$ cat config.mk
export PLATFORM = sky130hd
export DESIGN_NAME = ipv4_tx_top
export DESIGN_NICKNAME = d
export VERILOG_FILES = /design/src/rtl/ipv4_tx_pkg.sv /design/src/rtl/addr_resolver.sv /design/src/rtl/ipv4_cks_calc.sv /design/src/rtl/ipv4_tx_framer.sv /design/src/rtl/ipv4_tx_top.sv
export SDC_FILE = /design/constraint.sdc
export NUM_CORES = 2
export LEC_CHECK = 0
export ABC_CLOCK_PERIOD_IN_PS = 9200
export BUFFER_PORTS_ARGS = -buffer_cell sky130_fd_sc_hd__buf_2
export CAP_MARGIN = 20
export CORE_MARGIN = 1
export CORE_UTILIZATION = 45
export DETAILED_ROUTE_END_ITERATION = 10
export GPL_ROUTABILITY_DRIVEN = 0
export GPL_TIMING_DRIVEN = 0
export PLACE_DENSITY_LB_ADDON = 0.08
export SLEW_MARGIN = 20
export SYNTH_ARGS = -nofsm -noshare
export SYNTH_HDL_FRONTEND = slang
export SYNTH_HIERARCHICAL = 1
export SYNTH_SLANG_ARGS = --single-unit
$ cat constraint.sdc
create_clock -name clk -period 9.2 [get_ports clk]
set_input_delay 1.84 -clock clk [delete_from_list [all_inputs] [get_ports clk]]
set_output_delay 1.84 -clock clk [all_outputs]
set_load 0.02 [all_outputs]
$ cat src/rtl/ipv4_tx_pkg.sv
package ipv4_tx_pkg;

  // fixed header, no options.
  localparam int IPV4_HDR_LEN = 20;

  localparam int ARP_ENTRIES = 8;

  // adder tree depth for 16 padded header words.
  localparam int CKS_LEVELS = 4;

  localparam logic [15:0] ETHERTYPE_IPV4 = 16'h0800;

  // wishbone register map.
  typedef enum logic [4:0] {
    REG_LOCAL_IP     = 5'd0,
    REG_LOCAL_MAC_HI = 5'd1,
    REG_LOCAL_MAC_LO = 5'd2,
    REG_ENTRY_IP     = 5'd3,
    REG_ENTRY_MAC_HI = 5'd4,
    REG_ENTRY_MAC_LO = 5'd5,
    REG_ENTRY_COMMIT = 5'd6
  } wb_reg_e;

  // transmit sequence of one datagram.
  typedef enum logic [2:0] {
    IDLE,
    WAIT_RES,
    READY,
    HEADER,
    PAYLOAD,
    DONE
  } framer_state_e;

endpackage

$ cat src/rtl/addr_resolver.sv
`timescale 1ns/10ps

module addr_resolver (
  input  logic        clk,
  input  logic        fsm_rst,
  input  logic        wb_cyc,
  input  logic        wb_stb,
  input  logic        wb_we,
  input  logic [4:0]  wb_adr,
  input  logic [31:0] wb_dat_w,
  input  logic        lookup_start,
  input  logic [31:0] lookup_ip,
  output logic        wb_ack,
  output logic [31:0] wb_dat_r,
  output logic [31:0] local_ip,
  output logic [47:0] local_mac,
  output logic        res_val,
  output logic        res_miss,
  output logic [47:0] res_mac
);

  localparam int IDX_W = $clog2(ipv4_tx_pkg::ARP_ENTRIES);

  ipv4_tx_pkg::wb_reg_e reg_sel;
  logic                 wb_wr;
  logic [IDX_W-1:0]     commit_idx;
  logic [31:0]          rd_data;
  logic [31:0]          stg_ip;
  logic [47:0]          stg_mac;
  logic [31:0]          ent_ip  [ipv4_tx_pkg::ARP_ENTRIES];
  logic [47:0]          ent_mac [ipv4_tx_pkg::ARP_ENTRIES];
  logic [ipv4_tx_pkg::ARP_ENTRIES-1:0] ent_vld;
  logic                 searching;
  logic [31:0]          srch_ip;
  logic [IDX_W-1:0]     idx;
  logic                 ent_hit;
  logic                 last_idx;
  logic                 is_bcast;

  assign reg_sel    = ipv4_tx_pkg::wb_reg_e'(wb_adr);
  // write once per access, on the cycle before ack.
  assign wb_wr      = wb_cyc && wb_stb && wb_we && !wb_ack;
  assign commit_idx = wb_dat_w[IDX_W-1:0];

  always_comb begin
    case (reg_sel)
      ipv4_tx_pkg::REG_LOCAL_IP:     rd_data = local_ip;
      ipv4_tx_pkg::REG_LOCAL_MAC_HI: rd_data = {16'h0000, local_mac[47:32]};
      ipv4_tx_pkg::REG_LOCAL_MAC_LO: rd_data = local_mac[31:0];
      ipv4_tx_pkg::REG_ENTRY_IP:     rd_data = stg_ip;
      ipv4_tx_pkg::REG_ENTRY_MAC_HI: rd_data = {16'h0000, stg_mac[47:32]};
      ipv4_tx_pkg::REG_ENTRY_MAC_LO: rd_data = stg_mac[31:0];
      default:                       rd_data = 32'h0000_0000;
    endcase
  end

  always_ff @(posedge clk) begin
    if (fsm_rst) begin
      wb_ack    <= 1'b0;
      local_ip  <= '0;
      local_mac <= '0;
      ent_vld   <= '0;
    end else begin
      wb_ack <= wb_cyc && wb_stb && !wb_ack;
      if (wb_wr) begin
        case (reg_sel)
          ipv4_tx_pkg::REG_LOCAL_IP:     local_ip <= wb_dat_w;
          ipv4_tx_pkg::REG_LOCAL_MAC_HI: local_mac[47:32] <= wb_dat_w[15:0];
          ipv4_tx_pkg::REG_LOCAL_MAC_LO: local_mac[31:0] <= wb_dat_w;
          ipv4_tx_pkg::REG_ENTRY_COMMIT: ent_vld[commit_idx] <= 1'b1;
          default: ;
        endcase
      end
    end
  end

  // staging and table contents.
  always_ff @(posedge clk) begin
    if (wb_wr) begin
      case (reg_sel)
        ipv4_tx_pkg::REG_ENTRY_IP:     stg_ip <= wb_dat_w;
        ipv4_tx_pkg::REG_ENTRY_MAC_HI: stg_mac[47:32] <= wb_dat_w[15:0];
        ipv4_tx_pkg::REG_ENTRY_MAC_LO: stg_mac[31:0] <= wb_dat_w;
        ipv4_tx_pkg::REG_ENTRY_COMMIT: begin
          ent_ip[commit_idx]  <= stg_ip;
          ent_mac[commit_idx] <= stg_mac;
        end
        default: ;
      endcase
    end
    if (wb_cyc && wb_stb) begin
      wb_dat_r <= rd_data;
    end
  end

  assign is_bcast = (lookup_ip == 32'hffff_ffff);
  assign ent_hit  = ent_vld[idx] && (ent_ip[idx] == srch_ip);
  assign last_idx = (idx == IDX_W'(ipv4_tx_pkg::ARP_ENTRIES - 1));

  // one entry per cycle, first valid match wins.
  always_ff @(posedge clk) begin
    if (fsm_rst) begin
      searching <= 1'b0;
      res_val   <= 1'b0;
      res_miss  <= 1'b0;
    end else begin
      res_val  <= 1'b0;
      res_miss <= 1'b0;
      if (lookup_start) begin
        searching <= !is_bcast;
        res_val   <= is_bcast;
      end else if (searching) begin
        if (ent_hit) begin
          res_val   <= 1'b1;
          searching <= 1'b0;
        end else if (last_idx) begin
          res_miss  <= 1'b1;
          searching <= 1'b0;
        end
      end
    end
  end

  always_ff @(posedge clk) begin
    if (lookup_start) begin
      srch_ip <= lookup_ip;
      idx     <= '0;
      res_mac <= '1;
    end else if (searching) begin
      idx <= idx + 1'b1;
      if (ent_hit) begin
        res_mac <= ent_mac[idx];
      end
    end
  end

  assert property (@(posedge clk) disable iff (fsm_rst) wb_ack |-> wb_cyc && wb_stb);
  assert property (@(posedge clk) disable iff (fsm_rst) !(res_val && res_miss));

endmodule

$ cat src/rtl/ipv4_cks_calc.sv
`timescale 1ns/10ps

module ipv4_cks_calc (
  input  logic        clk,
  input  logic        fsm_rst,
  input  logic        cks_start,
  input  logic [31:0] local_ip,
  input  logic [31:0] dst_ip,
  input  logic [7:0]  proto,
  input  logic [7:0]  ttl,
  input  logic [15:0] ip_id,
  input  logic [15:0] total_len,
  output logic        cks_val,
  output logic [15:0] cks
);

  localparam int WORDS = 2 ** ipv4_tx_pkg::CKS_LEVELS;
  localparam int HDR_WORDS = ipv4_tx_pkg::IPV4_HDR_LEN / 2;

  logic [19:0] tree [ipv4_tx_pkg::CKS_LEVELS+1][WORDS];
  logic [15:0] hdr_w [WORDS];
  logic [ipv4_tx_pkg::CKS_LEVELS:1] vld_q;
  logic [19:0] sum;
  logic [16:0] fold1;
  logic [16:0] fold2;

  // header words, checksum field as zero.
  always_comb begin
    for (int i = 0; i < WORDS; i++) begin
      hdr_w[i] = 16'h0000;
    end
    hdr_w[0] = 16'h4500;
    hdr_w[1] = total_len;
    hdr_w[2] = ip_id;
    hdr_w[3] = 16'h4000;
    hdr_w[4] = {ttl, proto};
    hdr_w[5] = 16'h0000;
    hdr_w[6] = local_ip[31:16];
    hdr_w[7] = local_ip[15:0];
    hdr_w[8] = dst_ip[31:16];
    hdr_w[HDR_WORDS-1] = dst_ip[15:0];
  end

  for (genvar i = 0; i < WORDS; i++) begin : g_in
    assign tree[0][i] = {4'h0, hdr_w[i]};
  end

  // each level halves the number of partial sums.
  for (genvar l = 1; l <= ipv4_tx_pkg::CKS_LEVELS; l++) begin : g_lvl
    for (genvar i = 0; i < WORDS; i++) begin : g_node
      if (i < (WORDS >> l)) begin : g_add
        always_ff @(posedge clk) begin
          tree[l][i] <= tree[l-1][2*i] + tree[l-1][2*i+1];
        end
      end else begin : g_pad
        assign tree[l][i] = '0;
      end
    end
  end

  assign sum   = tree[ipv4_tx_pkg::CKS_LEVELS][0];
  assign fold1 = {1'b0, sum[15:0]} + {13'h0000, sum[19:16]};
  assign fold2 = {1'b0, fold1[15:0]} + {16'h0000, fold1[16]};

  always_ff @(posedge clk) begin
    cks <= ~fold2[15:0];
  end

  always_ff @(posedge clk) begin
    if (fsm_rst) begin
      vld_q   <= '0;
      cks_val <= 1'b0;
    end else begin
      vld_q   <= {vld_q[ipv4_tx_pkg::CKS_LEVELS-1:1], cks_start};
      cks_val <= vld_q[ipv4_tx_pkg::CKS_LEVELS];
    end
  end

endmodule

$ cat src/rtl/ipv4_tx_framer.sv
`timescale 1ns/10ps

module ipv4_tx_framer (
  input  logic        clk,
  input  logic        fsm_rst,
  input  logic        tx_start,
  input  logic [31:0] dst_ip,
  input  logic [7:0]  proto,
  input  logic [7:0]  ttl,
  input  logic [15:0] ip_id,
  input  logic [15:0] pld_len,
  input  logic [31:0] local_ip,
  input  logic [47:0] local_mac,
  input  logic        res_val,
  input  logic        res_miss,
  input  logic [47:0] res_mac,
  input  logic        cks_val,
  input  logic [15:0] cks,
  input  logic        mac_req,
  input  logic [7:0]  pld_dat,
  output logic        tx_busy,
  output logic        tx_done,
  output logic        tx_err,
  output logic        lookup_start,
  output logic [31:0] lookup_ip,
  output logic        cks_start,
  output logic [15:0] total_len,
  output logic        frame_rdy,
  output logic [47:0] eth_dst_mac,
  output logic [47:0] eth_src_mac,
  output logic [15:0] frame_len,
  output logic        out_val,
  output logic        out_sof,
  output logic        out_eof,
  output logic [7:0]  out_dat,
  output logic        pld_rd
);

  localparam int HDR = ipv4_tx_pkg::IPV4_HDR_LEN;

  ipv4_tx_pkg::framer_state_e state;
  logic                 accept;
  logic [HDR-1:0][7:0]  hdr;
  logic [15:0]          cnt;
  logic [15:0]          cnt_nxt;
  logic                 shift_en;
  logic                 last;
  logic                 rd_next;
  logic                 got_mac;
  logic                 got_miss;
  logic                 got_cks;
  logic                 mac_ok;
  logic                 miss_ok;
  logic                 cks_ok;

  assign accept       = tx_start && (state == ipv4_tx_pkg::IDLE);
  // resolver and checksum start on the accept cycle itself.
  assign lookup_start = accept;
  assign cks_start    = accept;
  assign lookup_ip    = dst_ip;
  assign total_len    = pld_len + 16'(HDR);

  assign mac_ok  = got_mac || res_val;
  assign miss_ok = got_miss || res_miss;
  assign cks_ok  = got_cks || cks_val;

  assign shift_en = (state == ipv4_tx_pkg::READY && mac_req) ||
                    state == ipv4_tx_pkg::HEADER || state == ipv4_tx_pkg::PAYLOAD;
  assign cnt_nxt  = (state == ipv4_tx_pkg::READY) ? 16'd1 : cnt + 16'd1;
  assign last     = (cnt_nxt == frame_len);
  // read one cycle early so payload follows the header directly.
  assign rd_next  = (cnt_nxt >= 16'(HDR - 1)) && (cnt_nxt < frame_len - 16'd1);

  always_ff @(posedge clk) begin
    if (fsm_rst) begin
      state     <= ipv4_tx_pkg::IDLE;
      tx_busy   <= 1'b0;
      tx_done   <= 1'b0;
      tx_err    <= 1'b0;
      frame_rdy <= 1'b0;
      out_val   <= 1'b0;
      out_sof   <= 1'b0;
      out_eof   <= 1'b0;
      pld_rd    <= 1'b0;
      got_mac   <= 1'b0;
      got_miss  <= 1'b0;
      got_cks   <= 1'b0;
    end else begin
      tx_done <= 1'b0;
      tx_err  <= 1'b0;
      pld_rd  <= 1'b0;
      case (state)
        ipv4_tx_pkg::IDLE: begin
          got_mac  <= 1'b0;
          got_miss <= 1'b0;
          got_cks  <= 1'b0;
          if (accept) begin
            tx_busy <= 1'b1;
            state   <= ipv4_tx_pkg::WAIT_RES;
          end
        end
        ipv4_tx_pkg::WAIT_RES: begin
          got_mac  <= mac_ok;
          got_miss <= miss_ok;
          got_cks  <= cks_ok;
          if (cks_ok && mac_ok) begin
            frame_rdy <= 1'b1;
            state     <= ipv4_tx_pkg::READY;
          end else if (cks_ok && miss_ok) begin
            tx_err  <= 1'b1;
            tx_busy <= 1'b0;
            state   <= ipv4_tx_pkg::IDLE;
          end
        end
        ipv4_tx_pkg::READY: begin
          if (mac_req) begin
            frame_rdy <= 1'b0;
            out_val   <= 1'b1;
            out_sof   <= 1'b1;
            state     <= ipv4_tx_pkg::HEADER;
          end
        end
        ipv4_tx_pkg::HEADER: begin
          out_sof <= 1'b0;
          out_eof <= last;
          pld_rd  <= rd_next;
          if (cnt_nxt == 16'(HDR)) begin
            state <= last ? ipv4_tx_pkg::DONE : ipv4_tx_pkg::PAYLOAD;
          end
        end
        ipv4_tx_pkg::PAYLOAD: begin
          out_eof <= last;
          pld_rd  <= rd_next;
          if (last) begin
            state <= ipv4_tx_pkg::DONE;
          end
        end
        ipv4_tx_pkg::DONE: begin
          out_val <= 1'b0;
          out_eof <= 1'b0;
          tx_done <= 1'b1;
          tx_busy <= 1'b0;
          state   <= ipv4_tx_pkg::IDLE;
        end
        default: state <= ipv4_tx_pkg::IDLE;
      endcase
    end
  end

  always_ff @(posedge clk) begin
    if (accept) begin
      hdr <= {8'h45, 8'h00, total_len, ip_id, 16'h4000, ttl, proto, 16'h0000,
              local_ip, dst_ip};
      frame_len   <= total_len;
      eth_src_mac <= local_mac;
    end
    if (res_val) begin
      eth_dst_mac <= res_mac;
    end
    if (cks_val) begin
      hdr[9:8] <= cks;
    end
    if (shift_en) begin
      hdr     <= {hdr[HDR-2:0], 8'h00};
      cnt     <= cnt_nxt;
      out_dat <= (state == ipv4_tx_pkg::PAYLOAD) ? pld_dat : hdr[HDR-1];
    end
  end

  assert property (@(posedge clk) disable iff (fsm_rst) (out_sof || out_eof) |-> out_val);

  // sum arrives while the request still waits for the resolver.
  assert property (@(posedge clk) disable iff (fsm_rst)
    cks_start |-> ##(ipv4_tx_pkg::CKS_LEVELS + 1) cks_val);
  assert property (@(posedge clk) disable iff (fsm_rst)
    cks_val |-> state == ipv4_tx_pkg::WAIT_RES);

endmodule

$ cat src/rtl/ipv4_tx_top.sv
`timescale 1ns/10ps

module ipv4_tx_top (
  input  logic        clk,
  input  logic        fsm_rst,
  input  logic        wb_cyc,
  input  logic        wb_stb,
  input  logic        wb_we,
  input  logic [4:0]  wb_adr,
  input  logic [31:0] wb_dat_w,
  input  logic        tx_start,
  input  logic [31:0] dst_ip,
  input  logic [7:0]  proto,
  input  logic [7:0]  ttl,
  input  logic [15:0] ip_id,
  input  logic [15:0] pld_len,
  input  logic        mac_req,
  input  logic [7:0]  pld_dat,
  output logic        wb_ack,
  output logic [31:0] wb_dat_r,
  output logic        tx_busy,
  output logic        tx_done,
  output logic        tx_err,
  output logic        frame_rdy,
  output logic [47:0] eth_dst_mac,
  output logic [47:0] eth_src_mac,
  output logic [15:0] frame_len,
  output logic        out_val,
  output logic        out_sof,
  output logic        out_eof,
  output logic [7:0]  out_dat,
  output logic        pld_rd
);

  logic [31:0] local_ip;
  logic [47:0] local_mac;
  logic        lookup_start;
  logic [31:0] lookup_ip;
  logic        res_val;
  logic        res_miss;
  logic [47:0] res_mac;
  logic        cks_start;
  logic [15:0] total_len;
  logic        cks_val;
  logic [15:0] cks;

  addr_resolver u_resolver (
    .clk          (clk),
    .fsm_rst      (fsm_rst),
    .wb_cyc       (wb_cyc),
    .wb_stb       (wb_stb),
    .wb_we        (wb_we),
    .wb_adr       (wb_adr),
    .wb_dat_w     (wb_dat_w),
    .lookup_start (lookup_start),
    .lookup_ip    (lookup_ip),
    .wb_ack       (wb_ack),
    .wb_dat_r     (wb_dat_r),
    .local_ip     (local_ip),
    .local_mac    (local_mac),
    .res_val      (res_val),
    .res_miss     (res_miss),
    .res_mac      (res_mac)
  );

  // raw request fields are valid on the cks_start cycle.
  ipv4_cks_calc u_cks (
    .clk       (clk),
    .fsm_rst   (fsm_rst),
    .cks_start (cks_start),
    .local_ip  (local_ip),
    .dst_ip    (dst_ip),
    .proto     (proto),
    .ttl       (ttl),
    .ip_id     (ip_id),
    .total_len (total_len),
    .cks_val   (cks_val),
    .cks       (cks)
  );

  ipv4_tx_framer u_framer (
    .clk          (clk),
    .fsm_rst      (fsm_rst),
    .tx_start     (tx_start),
    .dst_ip       (dst_ip),
    .proto        (proto),
    .ttl          (ttl),
    .ip_id        (ip_id),
    .pld_len      (pld_len),
    .local_ip     (local_ip),
    .local_mac    (local_mac),
    .res_val      (res_val),
    .res_miss     (res_miss),
    .res_mac      (res_mac),
    .cks_val      (cks_val),
    .cks          (cks),
    .mac_req      (mac_req),
    .pld_dat      (pld_dat),
    .tx_busy      (tx_busy),
    .tx_done      (tx_done),
    .tx_err       (tx_err),
    .lookup_start (lookup_start),
    .lookup_ip    (lookup_ip),
    .cks_start    (cks_start),
    .total_len    (total_len),
    .frame_rdy    (frame_rdy),
    .eth_dst_mac  (eth_dst_mac),
    .eth_src_mac  (eth_src_mac),
    .frame_len    (frame_len),
    .out_val      (out_val),
    .out_sof      (out_sof),
    .out_eof      (out_eof),
    .out_dat      (out_dat),
    .pld_rd       (pld_rd)
  );

endmodule

==> impl_metrics.csv <==
group,metric,value,unit
pwr,p_leak,23.70,nW
cells_and_area,final_cell_mix,"edfxtp_1, dfxtp_1, nand2_1",
cts,cts_made_buffers,155,
placement,port_buffers,291,
cts,cts_sinks,1454,
grt,grt_overflow_total,0,
critical_path,startpoint_type,"primary input",
synthesis,synth_cells,3803,
critical_path,cp-end-kind,"flop",
synthesis,async_reset_ff_share,0,%
synthesis,yosys.area_share.simple,7.521,%
synthesis,synth_compound_area_share,7.822,%
sta,fin_tns_setup,0,ps
floorplanning,die_area,130000,um^2
flow_run,drv_cap,0,
synthesis,yosys-top-cells-area,"edfxtp_1, dfxtp_1, mux4_2",
worst_hold_path,hold_path_class,"reg -> reg",
cells_and_area,fin_nets,4585,
cells_and_area,syn2layout_area_growth,17.09,%
placement,dp_hpwl,115700,um
route,ant_nets,0,
synthesis,synth_fa_ha_area_share,3.028,%
grt,antenna_found_initial,17,
sta,finalCriticalPeriod,5997,ps
placement,dpl-instance-area,62640,um^2
cts,clockBufferDepth,3,
synthesis,synth_ff_type,"edfxtp_1",
floorplanning,start_util,45.36,%
sta,skew,29.05,ps
sta,finalMaxSlewViolations,0,
synthesis,syn_avg_cell_area,15.21,um^2
sta,slew_headroom,25.73,%
grt,grt_pass1_wl,228300,um
floorplanning,core_area,127500,um^2
sta,grt_setup_unrepaired,"no",
route,firstDrtPassIters,9,
worst_hold_path,whs_path_depth,0,
synthesis,synth-edff-count,1072,
pwr,power.density,250.5,nW/um^2
route,vias,34650,
sta,final-setup-viol-count,0,
critical_path,critPathMaxFanout,43,
synthesis,synth_fp_nets,4070,
critical_path,rrSetupSlack,3490,ps
sta,tightest_slew,1114,ps
sta,finalCritPeriodShare,65.18,%
synthesis,ys_ff_latch,1454,
sta,worst_slack,3203,ps
critical_path,path_class,"in -> reg",
cts,cts.htree.levels,4,
route,drc_errors,0,
synthesis,synth_top_family_by_area,"multiplexers",
route,vias_per_cell,5.660,
run_status,status,"complete, no violations",
cts,root_buffer,"clkbuf_16",
critical_path,rr_worst_depth,14,
placement,place_ws,2314,ps
synthesis,synth_warnings,6,
synthesis,syn_area,57840,um^2
floorplanning,num_rows,131,
cts,hold_buffers,0,
cts,clkSlewWorstSetupHoldPaths,60,ps
grt,grt_pass1_vias,33190,
synthesis,yosys.area.top_type,"edfxtp_1",
route,routed_wl,159200,um
grt,grt_usage,24.25,%
cts,cts_setup_buffers,0,
synthesis,synth-xor-area-share,2.635,%
critical_path,critPathRequiredTime,9890,ps
sta,fmaxAchievable,166.8,MHz
synthesis,synth_top_area_share,55.65,%
critical_path,cp_data_arrival_time,6690,ps
route,first_iter_violations,3674,
synthesis,yosysSeqAreaShare,68.87,%
cells_and_area,finalCoreUtilization,53.11,%
route,wl_per_cell,26.01,um
grt,grt_max_degree,56,
cells_and_area,final_area,67730,um^2
cts,cts_resized,0,
synthesis,yosys.cell_types.count,89,
synthesis,synthMuxAreaShare,7.971,%
cts,cts_tree,"done",
sta,hold_viol_final,0,
floorplanning,fp.dieH,360.5,um
floorplanning,ioPinCount,293,
pwr,ir_drop,201.8,uV
cts,clock_latency,780,ps
cells_and_area,final_common_cell,"edfxtp_1",
cells_and_area,post_route_cells_drive_above_1_share,22.31,%
floorplanning,die_w,360.5,um
## worst max-delay path, stage by stage
cell      delay (ps)
buf_2            100
nand3_1          610
inv_1            390
clkbuf_1         720
clkbuf_4         330
buf_16           200
buf_16           250
buf_4            580
inv_1            280
clkbuf_1         450
a21oi_1          570
inv_1             90
a21oi_1          140
## final cells by class
class | count | area (um^2)
antenna | 9 | 22.52
buffer | 207 | 1047
clock buffer | 208 | 4379
clock inverter | 82 | 675.6
fill | 10560 | 59790
inverter | 54 | 202.7
multi-input combinational | 2088 | 16870
sequential | 1454 | 39840
tap | 1662 | 2079
timing repair buffer | 358 | 2608
## per-stage QoR
stage	hold slack (ps)	cells	power [mW]
global route	325.6	6116	17.61
global placement	312.6	5756	10.95
detailed placement	312.1	5823	10.94
CTS	317.2	6113	17.12
floorplan	309.6	3803	9.974
finish	320.4	6122	16.96
## layer usage
layer | vias to the layer above | track usage, % | wire (um)
met2 | 1316 | 37.50 | 72790
met1 | 17450 | 35.15 | 70800
met5 | - | 0 | 13
met3 | 215 | 4.056 | 11800
li1 | 15670 | - | -
met4 | 2 | 7.192 | 3828
## state kept, by name, indices dropped and copies added, names as in the netlist, 3 cells and up, named ones only
signal                flops
u_resolver/ent_mac      384
u_resolver/ent_ip       256
u_cks/tree              173
u_framer/hdr            160
u_framer/eth_dst_mac     48
u_framer/eth_src_mac     48
u_resolver/local_mac     48
u_resolver/res_mac       48
u_resolver/stg_mac       48
u_resolver/local_ip      32
u_resolver/srch_ip       32
u_resolver/stg_ip        32
u_resolver/wb_dat_r      32
u_cks/sum                20
u_cks/cks                16
u_framer/cnt             16
u_framer/frame_len       16
u_framer/out_dat          8
u_resolver/ent_vld        8
u_cks/vld_q               4
u_framer/state            3
u_resolver/idx            3
## power by group
group / internal (mW) / total, mW / switching, mW
Clock: 3.60 / 6.16 / 2.56
Combinational: 1.28 / 3.03 / 1.75
Sequential: 7.53 / 7.78 / 0.250
Total: 12.4 / 17.0 / 4.56
## cells by family after synthesis
| family | Yosys count |
|---|---|
| xor+xnor | 174 |
| fa+ha+maj | 136 |
| flops | 1454 |
| compound gates | 667 |
| simple gates | 835 |
| mux | 276 |
| buf+inv | 261 |
## synthesized netlist by cell type (all sizes together) (7+ instances only)
library cell / count
ha: 128
nor3: 50
and3: 14
and2: 42
a222oi: 48
o211ai: 7
nand4: 32
or3: 12
o21bai: 11
fa: 7
nor2: 133
o21a: 21
clkbuf: 105
xor2: 51
a31oi: 8
dfxtp: 382
a22o: 109
inv: 54
nand3: 49
nor4: 73
mux2: 67
o22ai: 10
edfxtp: 1072
buf: 102
nor3b: 7
nand2b: 17
o21ai: 112
nor2b: 27
mux2i: 68
nand2: 351
xnor2: 123
mux4: 141
a21oi: 231
a211oi: 15
a21o: 34
## final timing paths
path                                        start                   end
worst min-delay path              u_cks/tree[912]       u_cks/tree[612]
worst max-delay path                     tx_start  u_resolver/searching
worst min register to register    u_cks/tree[912]       u_cks/tree[612]
worst max register to register  u_framer/state[0]  u_resolver/searching
Power figures use the tool's default switching activity.
